==> src/rtl/bbc_rom_boot_pkg.sv <==
package bbc_rom_boot_pkg;

	// cpu side address into the 64 KB main ram
	typedef logic [15:0] cpu_adr_t;

	// video fetch address, lower 32 KB only
	typedef logic [14:0] vid_adr_t;

	// one ram or flash data byte
	typedef logic [7:0] byte_t;

	// serial flash byte address, 24 bit addressing
	typedef logic [23:0] flash_adr_t;

	// standard slow read opcode
	localparam byte_t FLASH_READ_CMD = 8'h03;

	// rom image location in flash
	localparam flash_adr_t FLASH_BASE = 24'h008000;

	// image lands in the upper half of main ram
	localparam cpu_adr_t ROM_BASE = 16'h8000;

	// image size, 32 KB
	localparam int LOAD_BYTES = 32768;

	// loader fsm, one read transaction per reset
	typedef enum logic [2:0] {
		IDLE,
		CMD,
		ADDR,
		DATA,
		DONE
	} load_state_t;

endpackage

==> src/rtl/boot_control.sv <==
`timescale 1ns/100ps

module boot_control (
	input  logic                       clk_32m,
	input  logic                       rst_i,
	input  logic                       ld_active_i,
	input  logic                       ld_we_i,
	input  bbc_rom_boot_pkg::cpu_adr_t ld_adr_i,
	input  bbc_rom_boot_pkg::byte_t    ld_dat_i,
	input  bbc_rom_boot_pkg::cpu_adr_t core_adr_i,
	input  logic                       core_we_i,
	input  bbc_rom_boot_pkg::byte_t    core_dat_i,
	input  bbc_rom_boot_pkg::byte_t    ram_rdat_i,
	output logic                       ram_we_o,
	output bbc_rom_boot_pkg::cpu_adr_t ram_adr_o,
	output bbc_rom_boot_pkg::byte_t    ram_wdat_o,
	output bbc_rom_boot_pkg::byte_t    core_dat_o,
	output logic                       core_rst_o,
	output logic                       load_done_o
);

	logic ld_active_q;
	logic done_q;
	logic core_we_ok;

	// falling edge of ld_active marks the image complete
	always_ff @(posedge clk_32m) begin
		if (rst_i) begin
			ld_active_q <= 1'b0;
			done_q      <= 1'b0;
		end else begin
			ld_active_q <= ld_active_i;
			if (ld_active_q && !ld_active_i) begin
				done_q <= 1'b1;
			end
		end
	end

	// rom half is read only for the core
	assign core_we_ok = core_we_i && !core_adr_i[15];

	// loader owns port a until done, core writes dropped meanwhile
	assign ram_we_o   = done_q ? core_we_ok : ld_we_i;
	assign ram_adr_o  = done_q ? core_adr_i : ld_adr_i;
	assign ram_wdat_o = done_q ? core_dat_i : ld_dat_i;

	// read data goes straight back to the core
	assign core_dat_o = ram_rdat_i;

	// core held in reset until the image is in place
	assign core_rst_o  = !done_q;
	assign load_done_o = done_q;

endmodule

==> config.mk <==
export PLATFORM = sky130hd
export DESIGN_NAME = boot_control
export DESIGN_NICKNAME = d
export VERILOG_FILES = /design/src/rtl/bbc_rom_boot_pkg.sv /design/src/rtl/boot_control.sv
export SDC_FILE = /design/constraint.sdc
export NUM_CORES = 1
export LEC_CHECK = 0
export BUFFER_PORTS_ARGS = -buffer_cell sky130_fd_sc_hd__buf_2
export CAP_MARGIN = 40
export CORE_UTILIZATION = 26
export DETAILED_ROUTE_END_ITERATION = 6
export HOLD_SLACK_MARGIN = 0.1
export MAX_ROUTING_LAYER = met4
export PLACE_DENSITY = 0.8
export REMOVE_ABC_BUFFERS = 1
export SLEW_MARGIN = 0
export SYNTH_ARGS = -nofsm -noshare
export SYNTH_HDL_FRONTEND = slang
export SYNTH_SLANG_ARGS = --single-unit
==> constraint.sdc <==
create_clock -name clk_32m -period 1.6 [get_ports clk_32m]
set_clock_uncertainty 0.05 [all_clocks]
set_input_delay 0.32 -clock clk_32m [delete_from_list [all_inputs] [get_ports clk_32m]]
set_output_delay 0.32 -clock clk_32m [all_outputs]
set_load 0.05 [all_outputs]
==> results of run 1 <==
## power breakdown
part / switching, mW / leakage (nW) / internal, mW
Sequential: 0.00516 / 0.0172 / 0.0524
Combinational: 0.277 / 0.593 / 0.248
Clock: 0.0247 / 0.0138 / 0.0824
## timing repair
action,in CTS,in global routing
setup endpoints to repair,25,26
cloned,1,1
pin swaps,0,1
gates resized for setup,39,36
## worst paths after layout
check,cells after the start,from,to,slack [ns]
worst max-delay path,3,load_done_o,ram_adr_o[7],-0.04
worst min register to register,2,ld_active_q,load_done_o,0.39
worst min-delay path,2,rst_i,load_done_o,0.22
worst max register to register,3,load_done_o,load_done_o,0.74
## routing by layer
metal / up-vias / track usage (%) / wire (um)
met4: 0 / 6.86 / 0
met1: 275 / 12.1 / 623
met2: 48 / 32.8 / 1110
met3: 0 / 9.23 / 260
met5: - / - / 0
li1: 299 / - / -
## critical path, stage by stage, from the launching register on
cell       delay [ns]
dfxtp_4          0.41
clkbuf_16        0.18
mux2_4           0.30
buf_6            0.15
## cell usage in the layout, fill, tap and decap left out
cell / Yosys / final
clkbuf_4: 0 / 3
clkbuf_16: 0 / 1
buf_16: 0 / 1
dfxtp_1: 2 / 1
nand2b_1: 1 / 1
buf_6: 1 / 18
buf_2: 0 / 54
inv_2: 0 / 1
mux2_4: 18 / 24
buf_8: 0 / 7
dfxtp_4: 0 / 1
o2bb2ai_2: 0 / 1
a21oi_1: 1 / 1
nor2b_1: 1 / 1
nand2_1: 1 / 1
buf_12: 2 / 2
## cell families after synthesis
group | Yosys count | synth area share, %
compound gates | 2 | 2.63
buf+inv | 12 | 22.0
flops | 2 | 7.66
mux | 24 | 64.6
simple gates | 3 | 3.11
## registers in the layout, summed over array words and instances, names as in the netlist
name         flops
ld_active_q      1
load_done_o      1
## area by class of cell
| class | count | area, um^2 | area share [%] |
|---|---|---|---|
| Timing Repair Buffer | 83 | 671 | 57.4 |
| Multi-Input combinational cell | 29 | 397 | 33.9 |
| Sequential cell | 2 | 43.8 | 3.75 |
| Tap cell | 25 | 31.3 | 2.68 |
| Clock buffer | 3 | 22.5 | 1.93 |
| Inverter | 1 | 3.75 | 0.321 |
## through the flow
stage / TNS [ns] / setup WS, ns
2_1_floorplan: -18.08 / -1.33
3_3_place_gp: 0 / 0.127
3_5_place_dp: 0 / 0.0952
4_1_cts: -0.733 / -0.0761
5_1_grt: -1.40 / -0.0744
6_report: -0.405 / -0.0365
==> flow_summary.yaml, run 1 <==
clocking:
  cts_sinks: 2
  cts.root.buffer_cell: "clkbuf_4"
  cts_setup_buffers: 0
  clockBufferDepth: 2
  cts_inserted_buffers: 3
  insertion_delay_ns: 0.22
  cts_max_level: 1
  clk_pin_slew_ns: 0.03
  hold_buffers: 0
  cts_tree: "built"
route:
  drc: 0
  via_count: 622
  first_pass_iters: 1
  vias_per_cell: 4.35
  first_iter_violations: 0
  wl_per_cell_um: 13.9
  routed_wl_mm: 1.99
  ant_nets: 0
grt:
  grt_usage_pct: 16.8
  grt_start_max_net_pins: 13
  overflow: 0
  antenna_found_initial: 0
  grt_pass1_wl_mm: 2.46
  first_global_vias: 599
logic_synthesis:
  synth_area_um2: 523
  synth_seq_cells: 2
  avgSynthCellArea_um2: 12.2
  yosys.area.top_type_share_pct: 51.7
  synthTopCellsByArea: "mux2_4 52%, mux2_2 13%, buf_4 11%, buf_12 7.7%, dfxtp_1 7.7%"
  ys_seq_area_share_pct: 7.66
  synth_edf_count: 0
  syn-instance-count: 43
  yosysUniqueCellTypes: 12
  synth_top_cell_by_area: "mux2_4"
  synth_ff_type: "dfxtp_1"
  synthTopCellsByCount: "18 x mux2_4, 8 x buf_4, 6 x mux2_2"
  yosys_warnings: 0
  async_flop_share_pct: 0
  synth.most_common_cell: "mux2_4"
worst_setup_path:
  crit_required_ns: 1.23
  worstSetupStartpointType: "register"
  cp_max_fo: 6
  cp_data_arrival_time_ns: 1.27
  critPathKind: "register to output port"
  end_kind: "output port"
timing:
  finalMaxSlewViolations: 0
  fin_crit_ns: 1.64
  period_share_pct: 102
  max_freq_ghz: 0.611
  setup_viol: 22
  worst_slew_pin_slew_ns: 0.254
  rsz0062_at_grt: "yes"
  slew_headroom_pct: 83.2
  fin_ws_ns: -0.0365
  timing.hold.ws_ns: 0.222
  hold_viol: 0
cells_and_area:
  drive_above_1_share_pct: 95.8
  fin_nets: 181
  syn2layout_area_growth_pct: 123
  final_cell_area_um2: 1170
  final.fill_count: 153
  fin_cells: 143
  num_antenna_cells: 0
  fin_util_pct: 64.9
floorplan:
  die_w_um: 46.9
  die_y_um: 46.9
  fp-row-count: 15
  io_pins: 96
  initial_core_util_pct: 29.0
  dieArea_um2: 2190
  core_um2: 1800
power:
  vdd_ir_drop_max_mv: 0.499
  leakage_nw: 0.624
  powerDensity_nw_per_um2: 590
  power_mw: 0.690
placement:
  place_inst: 138
  post-dp-hpwl_mm: 1.41
  port_buffers: 79
  gp_congestion: 0.657
  placed_area_um2: 853
run_status:
  status: "finished, violations left"
  violations: "setup timing"
flow_run:
  drv_cap: 0
hold_path:
  hp-class: "input port to register"
(Power assumes the default switching activity.)
==> inputs of run 2 (changes only) <==
--- a/config.mk
+++ b/config.mk
@@ -7,11 +7,13 @@
 export LEC_CHECK = 0
 export BUFFER_PORTS_ARGS = -buffer_cell sky130_fd_sc_hd__buf_2
 export CAP_MARGIN = 40
-export CORE_UTILIZATION = 26
+export CORE_UTILIZATION = 27
+export CTS_BUF_LIST = sky130_fd_sc_hd__clkbuf_2 sky130_fd_sc_hd__clkbuf_4 sky130_fd_sc_hd__clkbuf_8
+export CTS_CLUSTER_DIAMETER = 40
 export DETAILED_ROUTE_END_ITERATION = 6
 export HOLD_SLACK_MARGIN = 0.1
 export MAX_ROUTING_LAYER = met4
-export PLACE_DENSITY = 0.8
+export PLACE_DENSITY = 0.83
 export REMOVE_ABC_BUFFERS = 1
 export SLEW_MARGIN = 0
 export SYNTH_ARGS = -nofsm -noshare
==> flow_summary.yaml, run 2 (synthesis results as in run 1) <==
cells_and_area:
  drive_above_1_share_pct: 94.1
  num_antenna_cells: 0
  final_cell_area_um2: 1180
  fin_nets: 182
  syn2layout_area_growth_pct: 125
  final_cell_mix: "53 x buf_2, 24 x mux2_4, 19 x buf_6"
  layout_commonest_cell: "buf_2"
floorplan:
  core_um2: 1760
  fp-row-count: 15
  dieArea_um2: 2120
  initial_core_util_pct: 29.6
  die_w_um: 46.0
  io_pins: 96
  die_y_um: 46.0
worst_setup_path:
  cp_data_arrival_time_ns: 1.27
  cp_max_fo: 6
  worst-r2r-cell-count: 4
  critPathKind: "register to output port"
  end_kind: "output port"
  worstSetupStartpointType: "register"
  crit_required_ns: 1.23
  path_cells: "clkbuf_16 > mux2_4 > buf_6"
  critPathMaxStageDelay_ns: 0.42
  critPathSlowestCell: "dfxtp_4"
clocking:
  clockBufferDepth: 2
  cts.root.buffer_cell: "clkbuf_4"
  clk_pin_slew_ns: 0.03
  hold_buffers: 0
  insertion_delay_ns: 0.23
  cts_max_level: 1
  cts_inserted_buffers: 3
  cts_tree: "built"
  cts_sinks: 2
timing:
  setup_viol: 24
  fin_ws_ns: -0.0369
  hold_viol: 0
  period_share_pct: 102
  max_freq_ghz: 0.611
  slew_headroom_pct: 83.6
  timing.hold.ws_ns: 0.219
  rsz0062_at_grt: "yes"
  finalMaxSlewViolations: 0
  worst_slew_pin_slew_ns: 0.247
  fin_crit_ns: 1.64
power:
  p_sw_mw: 0.309
  intPower_mw: 0.384
  p_clk_share_pct: 16.2
  leakage_nw: 0.632
  seq_power_share_pct: 8.3
  powerDensity_nw_per_um2: 589
  p_sw_share_pct: 44.5
  vdd_ir_drop_max_mv: 0.455
  pwr-share-comb_pct: 75.5
run_status:
  status: "finished, violations left"
  violations: "setup timing"
route:
  ant_nets: 0
  first_iter_violations: 1
  vias_per_cell: 4.38
  routed_wl_mm: 1.82
  drc: 0
  wl_per_cell_um: 12.7
  first_pass_iters: 2
  via_count: 631
placement:
  port_buffers: 79
  preCtsSetupSlack_ns: 0.105
  gp_congestion: 0.685
  placed_area_um2: 866
  post-dp-hpwl_mm: 1.25
grt:
  grt_start_max_net_pins: 14
  grt_pass1_wl_mm: 2.42
  first_global_vias: 605
  antenna_found_initial: 0
  overflow: 0
  grt_usage_pct: 16.8
flow_run:
  drv_cap: 0
hold_path:
  hp-class: "input port to register"
  holdPathStages: 2
run 2: cell type report:
type / instances / area (um^2)
multi-input combinational: 29 / 390
inverter: 1 / 3.75
clock buffer: 3 / 22.5
timing repair buffer: 84 / 684
tap: 25 / 31.3
sequential: 2 / 43.8
fill: 131 / 588
run 2: power groups by stage:
| stage | logic [mW] | clock network, mW | registers (mW) |
|---|---|---|---|
| detailed placement | 0.407 | 0 | 0.0550 |
| finish | 0.523 | 0.112 | 0.0577 |
| global placement | 0.401 | 0 | 0.0549 |
| CTS | 0.501 | 0.115 | 0.0571 |
| global route | 0.542 | 0.124 | 0.0583 |
| floorplan | 0.273 | 0 | 0.0711 |
run 2: layer usage:
layer / part of all wire (%) / global-route usage [%] / up-vias / routed length [um]
met3: 13 / 6.35 / 2 / 239
met5: 0 / - / - / 0
met4: 1.0 / 7.06 / 0 / 19
met2: 55 / 32.7 / 65 / 994
li1: - / - / 298 / -
met1: 31 / 13.6 / 266 / 570
run 2: repair_timing:
item	4_1_cts	5_1_grt
setup buffers	0	0
endpoints found under the setup margin	25	26
pin swaps	0	1
resized for setup	57	11
cloned	2	1
run 2: worst paths after layout:
| check | to | slack [ns] | start |
|---|---|---|---|
| setup / recovery | ram_wdat_o[2] | -0.04 | load_done_o |
| setup reg to reg | load_done_o | 0.57 | load_done_o |
| hold / removal | load_done_o | 0.22 | rst_i |
| hold reg to reg | load_done_o | 0.41 | ld_active_q |
run 2: through the flow:
step | std cells | utilization (%) | setup TNS, ns | total power [mW]
CTS | 143 | 63.2 | -0.577 | 0.673
global route | 144 | 66.7 | -1.55 | 0.725
floorplan | 32 | - | -18.08 | 0.344
global placement | 138 | 49.1 | 0 | 0.456
detailed placement | 138 | 49.1 | 0 | 0.462
finish | 144 | 66.7 | -0.556 | 0.693
run 2: worst max-delay path: cells and delay by family (launching register included):
kind	cells	cell delay, ns
multiplexers	1	0.30
flip-flops	1	0.42
buffers and inverters	2	0.32
