==> src/rtl/bbc_rom_boot_pkg.sv <==
package bbc_rom_boot_pkg;

	// cpu side address into the 64 KB main ram
	typedef logic [15:0] cpu_adr_t;

	// video fetch address, lower 32 KB only
	typedef logic [14:0] vid_adr_t;

	// one ram or flash data byte
	typedef logic [7:0] byte_t;

	// serial flash byte address, 24 bit addressing
	typedef logic [23:0] flash_adr_t;

	// standard slow read opcode
	localparam byte_t FLASH_READ_CMD = 8'h03;

	// rom image location in flash
	localparam flash_adr_t FLASH_BASE = 24'h008000;

	// image lands in the upper half of main ram
	localparam cpu_adr_t ROM_BASE = 16'h8000;

	// image size, 32 KB
	localparam int LOAD_BYTES = 32768;

	// loader fsm, one read transaction per reset
	typedef enum logic [2:0] {
		IDLE,
		CMD,
		ADDR,
		DATA,
		DONE
	} load_state_t;

endpackage

==> src/rtl/flash_loader.sv <==
`timescale 1ns/100ps

module flash_loader (
	input  logic                       clk_32m,
	input  logic                       rst_i,
	input  logic                       flash_miso_i,
	output logic                       flash_cs_o,
	output logic                       flash_sck_o,
	output logic                       flash_mosi_o,
	output logic                       ld_active_o,
	output logic                       ld_we_o,
	output bbc_rom_boot_pkg::cpu_adr_t ld_adr_o,
	output bbc_rom_boot_pkg::byte_t    ld_dat_o
);

	bbc_rom_boot_pkg::load_state_t state;

	// bits done in the current phase, max 24
	logic [4:0]  bit_cnt;
	// bytes written so far
	logic [15:0] byte_cnt;
	// cmd + address out, data in
	logic [31:0] shreg;

	logic last_byte;
	logic load_end;
	logic shifting;
	logic sck_rise;
	logic sck_fall;

	assign last_byte = (byte_cnt == 16'(bbc_rom_boot_pkg::LOAD_BYTES - 1));

	// strobe for the final byte ends the transaction
	assign load_end = ld_we_o && last_byte;

	// spi clock runs in cmd, addr and data phases
	assign shifting = ((state == bbc_rom_boot_pkg::CMD) ||
		(state == bbc_rom_boot_pkg::ADDR) ||
		(state == bbc_rom_boot_pkg::DATA)) && !load_end;

	// sck toggles every clk_32m cycle, so spi runs at 16 MHz
	assign sck_rise = shifting && !flash_sck_o;
	assign sck_fall = shifting && flash_sck_o;

	// write address follows the byte count
	assign ld_adr_o = bbc_rom_boot_pkg::ROM_BASE + byte_cnt;

	always_ff @(posedge clk_32m) begin
		if (rst_i) begin
			state       <= bbc_rom_boot_pkg::IDLE;
			flash_cs_o  <= 1'b1;
			flash_sck_o <= 1'b0;
			flash_mosi_o <= 1'b0;
			ld_active_o <= 1'b0;
			ld_we_o     <= 1'b0;
			bit_cnt     <= 5'd0;
			byte_cnt    <= 16'd0;
		end else begin
			ld_we_o <= 1'b0;

			// count once the byte has been written
			if (ld_we_o) begin
				byte_cnt <= byte_cnt + 16'd1;
			end

			if (state == bbc_rom_boot_pkg::IDLE) begin
				// open the read transaction straight out of reset
				state        <= bbc_rom_boot_pkg::CMD;
				flash_cs_o   <= 1'b0;
				ld_active_o  <= 1'b1;
				flash_mosi_o <= bbc_rom_boot_pkg::FLASH_READ_CMD[7];
			end else if (load_end) begin
				// deselect flash, never leave DONE until reset
				state       <= bbc_rom_boot_pkg::DONE;
				flash_cs_o  <= 1'b1;
				ld_active_o <= 1'b0;
			end else if (sck_rise) begin
				// flash samples mosi, we sample miso
				flash_sck_o <= 1'b1;
				bit_cnt     <= bit_cnt + 5'd1;
			end else if (sck_fall) begin
				flash_sck_o <= 1'b0;
				case (state)
					bbc_rom_boot_pkg::CMD: begin
						flash_mosi_o <= shreg[30];
						if (bit_cnt == 5'd8) begin
							state   <= bbc_rom_boot_pkg::ADDR;
							bit_cnt <= 5'd0;
						end
					end
					bbc_rom_boot_pkg::ADDR: begin
						flash_mosi_o <= shreg[30];
						if (bit_cnt == 5'd24) begin
							// mosi idles low during the data phase
							state        <= bbc_rom_boot_pkg::DATA;
							bit_cnt      <= 5'd0;
							flash_mosi_o <= 1'b0;
						end
					end
					bbc_rom_boot_pkg::DATA: begin
						// full byte in shreg, write it next cycle
						if (bit_cnt == 5'd8) begin
							ld_we_o <= 1'b1;
							bit_cnt <= 5'd0;
						end
					end
					default: begin
					end
				endcase
			end
		end
	end

	// shift path, no reset needed
	always_ff @(posedge clk_32m) begin
		if (state == bbc_rom_boot_pkg::IDLE) begin
			shreg <= {bbc_rom_boot_pkg::FLASH_READ_CMD, bbc_rom_boot_pkg::FLASH_BASE};
		end else if (sck_rise && (state == bbc_rom_boot_pkg::DATA)) begin
			// msb first from the flash
			shreg <= {shreg[30:0], flash_miso_i};
		end else if (sck_fall && (state != bbc_rom_boot_pkg::DATA)) begin
			shreg <= {shreg[30:0], 1'b0};
		end

		// latch the byte with its write strobe
		if (sck_fall && (state == bbc_rom_boot_pkg::DATA) && (bit_cnt == 5'd8)) begin
			ld_dat_o <= shreg[7:0];
		end
	end

endmodule

==> config.mk <==
export PLATFORM = sky130hd
export DESIGN_NAME = flash_loader
export DESIGN_NICKNAME = d
export VERILOG_FILES = /design/src/rtl/bbc_rom_boot_pkg.sv /design/src/rtl/flash_loader.sv
export SDC_FILE = /design/constraint.sdc
export NUM_CORES = 1
export LEC_CHECK = 0
export ABC_AREA = 1
export BUFFER_PORTS_ARGS = -buffer_cell sky130_fd_sc_hd__buf_2
export CAP_MARGIN = 20
export CORE_ASPECT_RATIO = 1.2
export CORE_MARGIN = 2
export CORE_UTILIZATION = 26
export DETAILED_ROUTE_END_ITERATION = 8
export PLACE_DENSITY = 0.43
export SETUP_SLACK_MARGIN = 0.4
export SYNTH_ARGS = -nofsm -noshare
export SYNTH_HDL_FRONTEND = slang
export SYNTH_SLANG_ARGS = --single-unit
==> constraint.sdc <==
create_clock -name clk_32m -period 2.2 [get_ports clk_32m]
set_clock_uncertainty 0.2 [all_clocks]
set_input_delay 0.22 -clock clk_32m [delete_from_list [all_inputs] [get_ports clk_32m]]
set_output_delay 0.22 -clock clk_32m [all_outputs]
set_load 0.01 [all_outputs]
==> out/qor.yml, run 1 <==
synth_area_sq_um: 3090
grt_pass1_wl_um: 11800
slew_headroom: 0.680
nNetsFinal: 426
worst_pin_slew_ns: 0.479
start_util: 0.267
drv_slew: 0
cts_sinks: 68
grt_pass1_vias: 2435
crit_chain: "ha_4 > inv_2 > nor2_4 > nand3_4 > nor2_4 > nor2_4 > nand2_4 > nor3_4 > buf_12"
area_growth_syn_to_layout_pct: 25.7
grtUsageMet1: 0.130
cp.required_ns: 2.05
antenna_cells: 0
wl_um: 7050
drc_errors: 0
die_area_sq_um: 12800
period_share: 0.822
yosysSeqAreaShare: 0.466
fmax_ghz: 0.553
cts_tree: "built"
via_per_inst: 4.26
final_cell_area_sq_um: 3890
seqPwrFrac: 0.418
overflow: 0
fin_crit_ns: 1.81
grt_use_total: 0.117
rsz0062_at_grt: "yes"
hold_path.class: "in2reg"
vias: 2480
antenna_found_initial: 0
numPortBuffers: 31
clk_latency_ns: 0.33
synth_nets: 393
critPathSlowestCell: "dfxtp_4"
drt_iter0_drc: 96
clockPowerShare: 0.446
critPathTopFamily: "simple AND/OR/NAND/NOR gates"
first_pass_iters: 4
fillers: 1248
dp_hpwl_um: 4540
finalSetupViolCount: 0
ys_types: 34
cap_violations: 0
clk_pin_slew_ns: 0.06
die_w_um: 104
cp_slowest_stage_delay_ns: 0.35
max-vdd-ir-drop_uv: 337
p_leak_nw: 1.73
synth_cells: 387
wl_per_cell_um: 12.1
final_hold_viol_count: 0
power_switching_share: 0.281
power_frac_comb: 0.137
p_switching_mw: 0.925
cp.arrival_ns: 1.66
met2_usage: 0.211
critical_path_class: "reg2reg"
place_area_sq_um: 3320
layout-drive-gt1-share: 0.282
critPathMaxFanout: 8
ant_nets: 0
avgSynthCellArea_sq_um: 7.99
worst_setup_path_start_kind: "register"
top_usage_layer: "met2"
core_area_sq_um: 11600
critPathBufInv: 2
cts_buffer_depth: 2
place.gp.congestion: 0.803
grt_use_met3: 0.0353
status: "completed"
crit_path_frequent_cell: "nor2_4"
ys_warn_count: 0
p_per_area_nw_per_um2: 847
intPower_mw: 2.37
cts_buffers: 9
fin_setup_tns_ns: 0
root_buffer: "clkbuf_16"
boundaryPins: 32
die_y_um: 123
grt_max_degree: 34
htreeDepth: 3
end_kind: "register"
num_rows: 43
ys_ff_latch: 68
[Yosys cell counts]
library cell   n  area share
xor2_1         2      0.0057
buf_6          1      0.0036
nand2_2        1      0.0020
nand3_1       19       0.031
or2_2          2      0.0040
dfxtp_1       60        0.39
buf_2          6      0.0097
nor2_4         2      0.0073
ha_1           3       0.012
nand2_4        1      0.0036
nand2_1       69       0.084
nor3_2         1      0.0032
nand3b_1      26       0.063
edfxtp_1       8       0.078
nor4_1         1      0.0020
xnor2_1        1      0.0028
inv_2          1      0.0012
nor3_1         6      0.0097
o21a_1         6       0.015
inv_1         27       0.033
nand4_1        6       0.012
and3_1         1      0.0020
buf_4         19       0.046
a21oi_2        1      0.0028
o21ai_2        1      0.0028
nor2_1        74       0.090
nand3_2        2      0.0065
buf_8          2      0.0097
o21ai_0        8       0.013
clkbuf_1       3      0.0036
nand3_4        2       0.011
o21ai_1        1      0.0016
a21oi_1       22       0.036
nor2_2         2      0.0040
[routing by layer]
layer	share of wire	vias up	routed length [um]
met3	0.033	10	235
met4	0.014	0	100
met1	0.44	1129	3120
met5	0	-	0
met2	0.51	30	3590
li1	-	1311	-
[flip-flops by register name, summed over array words and instances (netlist names)]
register and flops:
ld_we_o 1, shreg 31, flash_sck_o 1, ld_active_o 1, flash_mosi_o 1, bit_cnt 5, byte_cnt 16, ld_dat_o 8
flash_cs_o 1, state 3
[path summary, 6_finish.rpt]
check	end	from	slack [ns]	cells after the start
worst min-delay path	byte_cnt[15]	rst_i	0.07	4
worst min register to register	byte_cnt[6]	byte_cnt[6]	0.25	1
worst max register to register	ld_dat_o[1]	byte_cnt[0]	0.39	9
worst max-delay path	ld_dat_o[1]	byte_cnt[0]	0.39	9
[cells in the final DEF (no fill, tap or decap), types with 4 or more instances in the layout]
master / n
dfxtp_2: 9
o21ai_0: 8
nor2_2: 8
nand3b_1: 26
a21oi_1: 21
dfxtp_1: 48
edfxtp_1: 8
inv_1: 25
nand3_1: 17
clkbuf_16: 9
o21a_1: 6
nand2_2: 4
nor2_1: 65
buf_2: 31
nand4_1: 6
buf_4: 18
nor2_4: 5
nand2_1: 65
[repair_timing]
item | 4_1_cts | 5_1_grt
endpoints found under the setup margin | 46 | 55
buffers inserted | 6 | 5
hold buffers | 1 | 0
hold endpoints to repair | 1 | 0
pin swaps | 4 | 9
gates resized for setup | 17 | 32
[metrics by stage]
step	instances	hold WS, ns	utilization	setup slack [ns]	total power [mW]
floorplan	387	0.198	-	0.333	1.71
global placement	554	0.239	0.287	0.0888	1.81
finish	582	0.0690	0.336	0.391	3.29
detailed placement	554	0.237	0.287	0.0713	1.81
CTS	577	0.0752	0.324	0.380	3.32
global route	582	0.110	0.336	0.280	3.46
[power by group through the flow]
| stage | Sequential, mW | Combinational, mW | Clock (mW) |
|---|---|---|---|
| detailed placement | 1.40 | 0.408 | 0 |
| global placement | 1.40 | 0.407 | 0 |
| CTS | 1.37 | 0.439 | 1.50 |
| finish | 1.37 | 0.450 | 1.47 |
| floorplan | 1.39 | 0.317 | 0 |
| global route | 1.38 | 0.512 | 1.57 |
[kinds of logic (layout without fill, tap and decap cells)]
| kind of cell | Yosys count | after routing | share of synthesized area |
|---|---|---|---|
| AOI/OAI and AO/OA | 39 | 39 | 0.0704 |
| xor gates and xnor gates | 3 | 3 | 0.00850 |
| adders and majority gates | 3 | 3 | 0.0121 |
| buffers and inverters | 59 | 97 | 0.107 |
| DFF | 68 | 68 | 0.466 |
| and+or+nand+nor | 215 | 215 | 0.336 |
[layout make-up]
type,instances,area (sq um),area share
sequential,68,1460,0.377
tap,157,196,0.0505
clock inverter,7,75.1,0.0193
timing repair buffer,53,360,0.0927
clock buffer,9,225,0.0580
inverter,28,113,0.0290
multi-input combinational,260,1450,0.374
[tightest hold or removal path: stages]
cell and delay, ns:
buf_2 0.09, inv_1 0.11, nand2_1 0.10, nor2_1 0.03
Note: power is estimated with default switching activity, not from simulation.
==> run 2, diff against run 1 <==
==> constraint.sdc (replaced) <==
create_clock -name clk_32m -period 1.66 [get_ports clk_32m]
set_clock_uncertainty 0.2 [all_clocks]
set_input_delay 0.166 -clock clk_32m [delete_from_list [all_inputs] [get_ports clk_32m]]
set_output_delay 0.166 -clock clk_32m [all_outputs]
set_load 0.01 [all_outputs]
==> run 2 against run 1 <==
Largest cell class is now multi-input combinational cells. Fmax about the same. Via count up 13%. Highest routed layer unchanged. Sequential share of layout area down 8.4 points. The flow now finishes with violations (setup timing).
==> out/qor.yml, run 2 (same netlist as run 1, synthesis figures left out) <==
crit_chain: "ha_4 > inv_2 > nor2_4 > nand3_4 > nor2_4 > nor2_4 > nand3_4 > nand2_4 > inv_8 > clkbuf_16 > nor2_2 > nor2_1"
final_cell_mix: "58 x nand2_1, 52 x buf_6, 46 x buf_4"
core_area_sq_um: 11600  # unchanged
dp_hpwl_um: 4880  # +7.5%
critical_path_class: "reg2reg"
critPathMaxFanout: 6  # -2
hold_depth: 4  # unchanged
p_leak_nw: 2.19  # +26%
seqCellArea_sq_um: 1470  # +0.17%
clk_pin_slew_ns: 0.06  # about the same
die_area_sq_um: 12800  # unchanged
worstHoldStart: "rst_i"
grt_pass1_wl_um: 12600  # +6.8%
violations: "setup timing"
antenna_found_initial: 0  # unchanged
fmax_ghz: 0.553  # about the same
area_growth_syn_to_layout_pct: 62.4
top_register: "shreg"
rsz0062_at_grt: "yes"
reg2reg_to: "shreg[10]"
root_buffer: "clkbuf_16"
fillers: 1128  # -9.6%
status: "complete, but fails checks"
power_frac_comb: 0.192  # +0.055
end_kind: "register"
boundaryPins: 32  # unchanged
grt_max_degree: 34  # unchanged
overflow: 0  # unchanged
p_switching_mw: 1.28  # +38%
critPathSlowestCell: "dfxtp_2"
intPower_mw: 3.50  # +48%
clockPowerShare: 0.425  # -0.021
antenna_cells: 0  # unchanged
power_switching_share: 0.268  # -0.0132
ant_nets: 0  # unchanged
nNetsFinal: 493  # +16%
cp.arrival_ns: 1.84  # +0.18 ns
max-vdd-ir-drop_uv: 535  # +59%
fin_setup_tns_ns: -5.43  # -5.43 ns
largest_register_ffs: 31  # unchanged
place.gp.congestion: 0.777  # -3.3%
cts_buffer_depth: 2  # unchanged
cts_sinks: 68  # unchanged
finalNonFillerCells: 649  # +12%
multi_input_area_sq_um: 1770  # +22%
layout-drive-gt1-share: 0.500  # +0.218
post-place-cells: 607  # +9.6%
cts_tree: "built"
wl_um: 7650  # +8.6%
htreeDepth: 3  # unchanged
via_per_inst: 4.31  # +1.0%
layout_commonest_cell: "nand2_1"
worstRegToRegCells: 12  # +3
slew_headroom: 0.775  # +0.0949
worst_pin_slew_ns: 0.334  # -0.145 ns
drt_iter0_drc: 82  # -15%
worst_setup_path_start_kind: "register"
largest_registers: "shreg: 31 flops, byte_cnt: 16 flops, ld_dat_o: 8 flops"
fin_ws_ns: -0.149  # -0.541 ns
numPortBuffers: 31  # unchanged
die_w_um: 104  # unchanged
crit_path_frequent_cell: "nor2_4"
fin_crit_ns: 1.81  # +0.000590 ns
cts_buffers: 9  # unchanged
grt_pass1_vias: 2679  # +10%
cap_violations: 0  # unchanged
p_per_area_nw_per_um2: 952  # +12%
cp_slowest_stage_delay_ns: 0.33  # -0.02 ns
final_core_util: 0.434  # +0.0979
seqPwrFrac: 0.383  # -0.035
drv_slew: 0  # unchanged
r2r_slack_ns: -0.15  # -0.54 ns
vias: 2794  # +13%
wl_per_cell_um: 11.8  # -2.7%
num_rows: 43  # unchanged
r2r_start: "byte_cnt[1]"
drc_errors: 0  # unchanged
grt_use_total: 0.122  # +0.00482
final_hold_viol_count: 0  # unchanged
finalSetupViolCount: 51  # +51
start_util: 0.267  # unchanged
cp.required_ns: 1.69  # -0.36 ns
first_pass_iters: 4  # unchanged
die_y_um: 123  # unchanged
period_share: 1.09  # +0.268
hold_path_end: "byte_cnt[6]"
clk_latency_ns: 0.33  # about the same
hold_path.class: "in2reg"
## run 2: through the flow
stage / power [mW] / worst slack (ns) / hold slack [ns] / cell area (sq um)
after CTS: 4.66 / -0.122 / 0.0242 / 4590
after detailed placement: 2.51 / -0.196 / 0.234 / 3790
after floorplan: 2.27 / -0.207 / 0.144 / 3170
final: 4.78 / -0.149 / 0.0403 / 5020
after global routing: 5.02 / -0.237 / 0.0767 / 5020
after global placement: 2.51 / -0.175 / 0.238 / 3790
## run 2: repair_timing
item	in CTS	in global routing
resized for setup	102	83
hold buffers	2	0
hold endpoints to repair	2	0
pin swaps	12	18
setup buffers	13	10
endpoints found under the setup margin	83	86
cloned	0	1
## run 2: worst max path at each step
| stage | start | endpoint |
|---|---|---|
| 2_1_floorplan | byte_cnt[0] | ld_dat_o[0] |
| 3_3_place_gp | byte_cnt[1] | ld_dat_o[4] |
| 3_5_place_dp | byte_cnt[1] | ld_dat_o[5] |
| 4_1_cts | byte_cnt[1] | shreg[19] |
| 5_1_grt | byte_cnt[0] | shreg[9] |
| 6_report | byte_cnt[1] | shreg[10] |
## run 2: power groups by stage
stage | registers [mW] | clock network (mW) | logic [mW]
6_report | 1.83 | 2.03 | 0.916
5_1_grt | 1.84 | 2.15 | 1.02
4_1_cts | 1.81 | 2.08 | 0.760
3_5_place_dp | 1.84 | 0 | 0.668
3_3_place_gp | 1.84 | 0 | 0.667
2_1_floorplan | 1.84 | 0 | 0.430
## run 2: area by class of cell
cell class,count,area share
inverters,28,0.0229
multi-input cells,260,0.353
repair buffers,120,0.229
flip-flops and latches,68,0.292
clock inverters,6,0.0177
clock buffers,10,0.0456
well taps,157,0.0391
## run 2: critical path, delay by kind of cell (launching register included)
kind | cells | cell delay, ns
flops | 1 | 0.33
simple gates | 8 | 0.74
buf+inv | 3 | 0.27
fa+ha+maj | 1 | 0.16
## run 2: metal layers
metal  vias up  global-route usage  share of wire
li1       1444                   -              -
met1      1306               0.134           0.41
met2        37               0.225           0.54
met3         7              0.0332          0.033
met4         0              0.0481          0.012
met5         -                   0              0
==> run 3, diff against run 2 <==
--- a/config.mk
+++ b/config.mk
@@ -13,7 +13,7 @@
 export CORE_UTILIZATION = 26
 export DETAILED_ROUTE_END_ITERATION = 8
 export PLACE_DENSITY = 0.43
-export SETUP_SLACK_MARGIN = 0.4
+export SETUP_SLACK_MARGIN = 0.05
 export SYNTH_ARGS = -nofsm -noshare
 export SYNTH_HDL_FRONTEND = slang
 export SYNTH_SLANG_ARGS = --single-unit
==> run 3 against run 2 <==
Largest power group unchanged. Cell count decreased by 3.2%. Wire length fell by 6.4%. Largest cell class unchanged. Die area stayed put. Cell area shrank 9.7%. Clock power down 2%. Hold slack improved by 0.016 ns. The flow still finishes with violations (setup timing). Global-route usage fell by 0.21 points. First-iteration DRC count is 21% lower. Sequential cell count unchanged. Register-to-register slack better by 0.03 ns.
==> out/qor.yml, run 3 (same netlist as run 1, synthesis figures left out) <==
grt_pass1_wl_um: 12100  # -3.9%
boundaryPins: 32  # unchanged
numPortBuffers: 31  # unchanged
r2r_slack_ns: -0.12  # +0.03 ns
p_per_area_nw_per_um2: 1010  # +6.5%
clk_latency_ns: 0.33  # about the same
reg2reg_to: "shreg[25]"
p_leak_nw: 2.02  # -7.6%
worstRegToRegCells: 12  # unchanged
root_buffer: "clkbuf_16"
cts_tree: "built"
cp_slowest_stage_delay_ns: 0.33  # about the same
drc_errors: 0  # unchanged
worstHoldStart: "rst_i"
vias: 2758  # -1.3%
hold_depth: 3  # -1
rsz0062_at_grt: "yes"
largest_registers: "shreg: 31 flops, byte_cnt: 16 flops, ld_dat_o: 8 flops"
place_ws_ns: -0.208  # -0.0112 ns
clk_pin_slew_ns: 0.05  # about the same
critPathSlowestCell: "dfxtp_2"
top_register: "shreg"
htreeDepth: 3  # unchanged
cts_sinks: 68  # unchanged
worst_pin_slew_ns: 0.332  # -0.00143 ns
place.gp.congestion: 0.797  # +2.5%
nNetsFinal: 472  # -4.3%
crit_chain: "ha_4 > inv_4 > nor2_4 > nand3_4 > nor2_4 > nor2_4 > nand3_4 > nand2_4 > inv_8 > clkbuf_16 > nand2_4 > nand3_2"
cap_violations: 0  # unchanged
hold_path_end: "ld_active_o"
final_hold_viol_count: 0  # unchanged
fmax_ghz: 0.561  # +1.4%
period_share: 1.07  # -0.0152
violations: "setup timing"
crit_path_frequent_cell: "nor2_4"
die_w_um: 104  # unchanged
r2r_start: "byte_cnt[1]"
worst_setup_path_start_kind: "register"
wl_per_cell_um: 11.4  # -3.3%
cts_buffer_depth: 2  # unchanged
antenna_cells: 0  # unchanged
max-vdd-ir-drop_uv: 559  # +4.6%
final_core_util: 0.392  # -0.0422
hold_path.class: "in2reg"
end_kind: "register"
core_area_sq_um: 11600  # unchanged
via_per_inst: 4.39  # +2.0%
drt_iter0_drc: 65  # -21%
critical_path_class: "reg2reg"
slew_headroom: 0.778  # +0.00306
fin_crit_ns: 1.78  # -0.0253 ns
first_pass_iters: 4  # unchanged
fin_ws_ns: -0.124  # +0.0253 ns
worst_hold_slack_ns: 0.0562  # +0.0158 ns
wl_um: 7160  # -6.4%
antenna_found_initial: 0  # unchanged
critPathMaxFanout: 8  # +2
largest_register_ffs: 31  # unchanged
cp.arrival_ns: 1.80  # -0.04 ns
die_area_sq_um: 12800  # unchanged
drv_slew: 0  # unchanged
cp.required_ns: 1.68  # about the same
dp_hpwl_um: 4940  # +1.3%
layout_commonest_cell: "nand2_1"
layout-drive-gt1-share: 0.418  # -0.0817
num_rows: 43  # unchanged
die_y_um: 123  # unchanged
cts_buffers: 9  # unchanged
area_growth_syn_to_layout_pct: 46.6
grt_pass1_vias: 2700  # +0.78%
status: "complete, but fails checks"
final_cell_mix: "61 x nand2_1, 55 x dfxtp_1, 54 x buf_4"
grt_use_total: 0.120  # -0.00205
finalSetupViolCount: 46  # -9.8%
start_util: 0.267  # unchanged
fin_setup_tns_ns: -4.46  # +0.979 ns
ant_nets: 0  # unchanged
grt_max_degree: 34  # unchanged
overflow: 0  # unchanged
run 3: repair_timing:
item / 4_1_cts / 5_1_grt
hold endpoints to repair: 1 / 0
gates resized for setup: 57 / 50
pin swaps: 16 / 11
hold buffers: 1 / 0
endpoints found under the setup margin: 57 / 60
setup buffers: 4 / 0
gates cloned: 0 / 1
run 3: worst max-delay path by stage:
| stage | start | to | slack (ns) | depth (start not counted) |
|---|---|---|---|---|
| 2_1_floorplan | byte_cnt[0] | ld_dat_o[0] | -0.21 | 8 |
| 3_3_place_gp | byte_cnt[1] | ld_dat_o[4] | -0.18 | 9 |
| 3_5_place_dp | byte_cnt[1] | ld_dat_o[5] | -0.21 | 9 |
| 4_1_cts | byte_cnt[1] | ld_dat_o[7] | -0.13 | 9 |
| 5_1_grt | byte_cnt[0] | bit_cnt[4] | -0.25 | 12 |
| 6_report | byte_cnt[1] | shreg[25] | -0.12 | 12 |
run 3: worst max-delay path, delay by kind of cell, from the launching register on:
family	cells	cell delay (ns)
buf+inv	3	0.27
flops	1	0.33
simple gates	8	0.70
fa+ha+maj	1	0.16
run 3: layout make-up:
class | count | area, sq um
Sequential cell | 68 | 1450
Clock inverter | 6 | 78.8
Fill cell | 1167 | 7040
Inverter | 28 | 118
Multi-Input combinational cell | 260 | 1690
Clock buffer | 10 | 229
Timing Repair Buffer | 99 | 773
Tap cell | 157 | 196
run 3: power breakdown:
group | internal, mW | switching (mW)
Combinational | 0.345 | 0.434
Sequential | 1.75 | 0.0784
Clock | 1.30 | 0.686
Total | 3.40 | 1.20
run 3: through the flow:
stage               power (mW)  cells  cell area [sq um]
global route              4.83    628               4530
global placement          2.50    606               3770
floorplan                 2.27    387               3150
detailed placement        2.51    606               3770
finish                    4.60    628               4530
CTS                       4.61    627               4310
run 3: per-layer routing:
metal,wire (um),up-vias,GRT usage
met5,0,-,0
met4,165,0,0.0557
met3,275,15,0.0369
met2,3760,46,0.223
met1,2960,1294,0.124
li1,-,1403,-
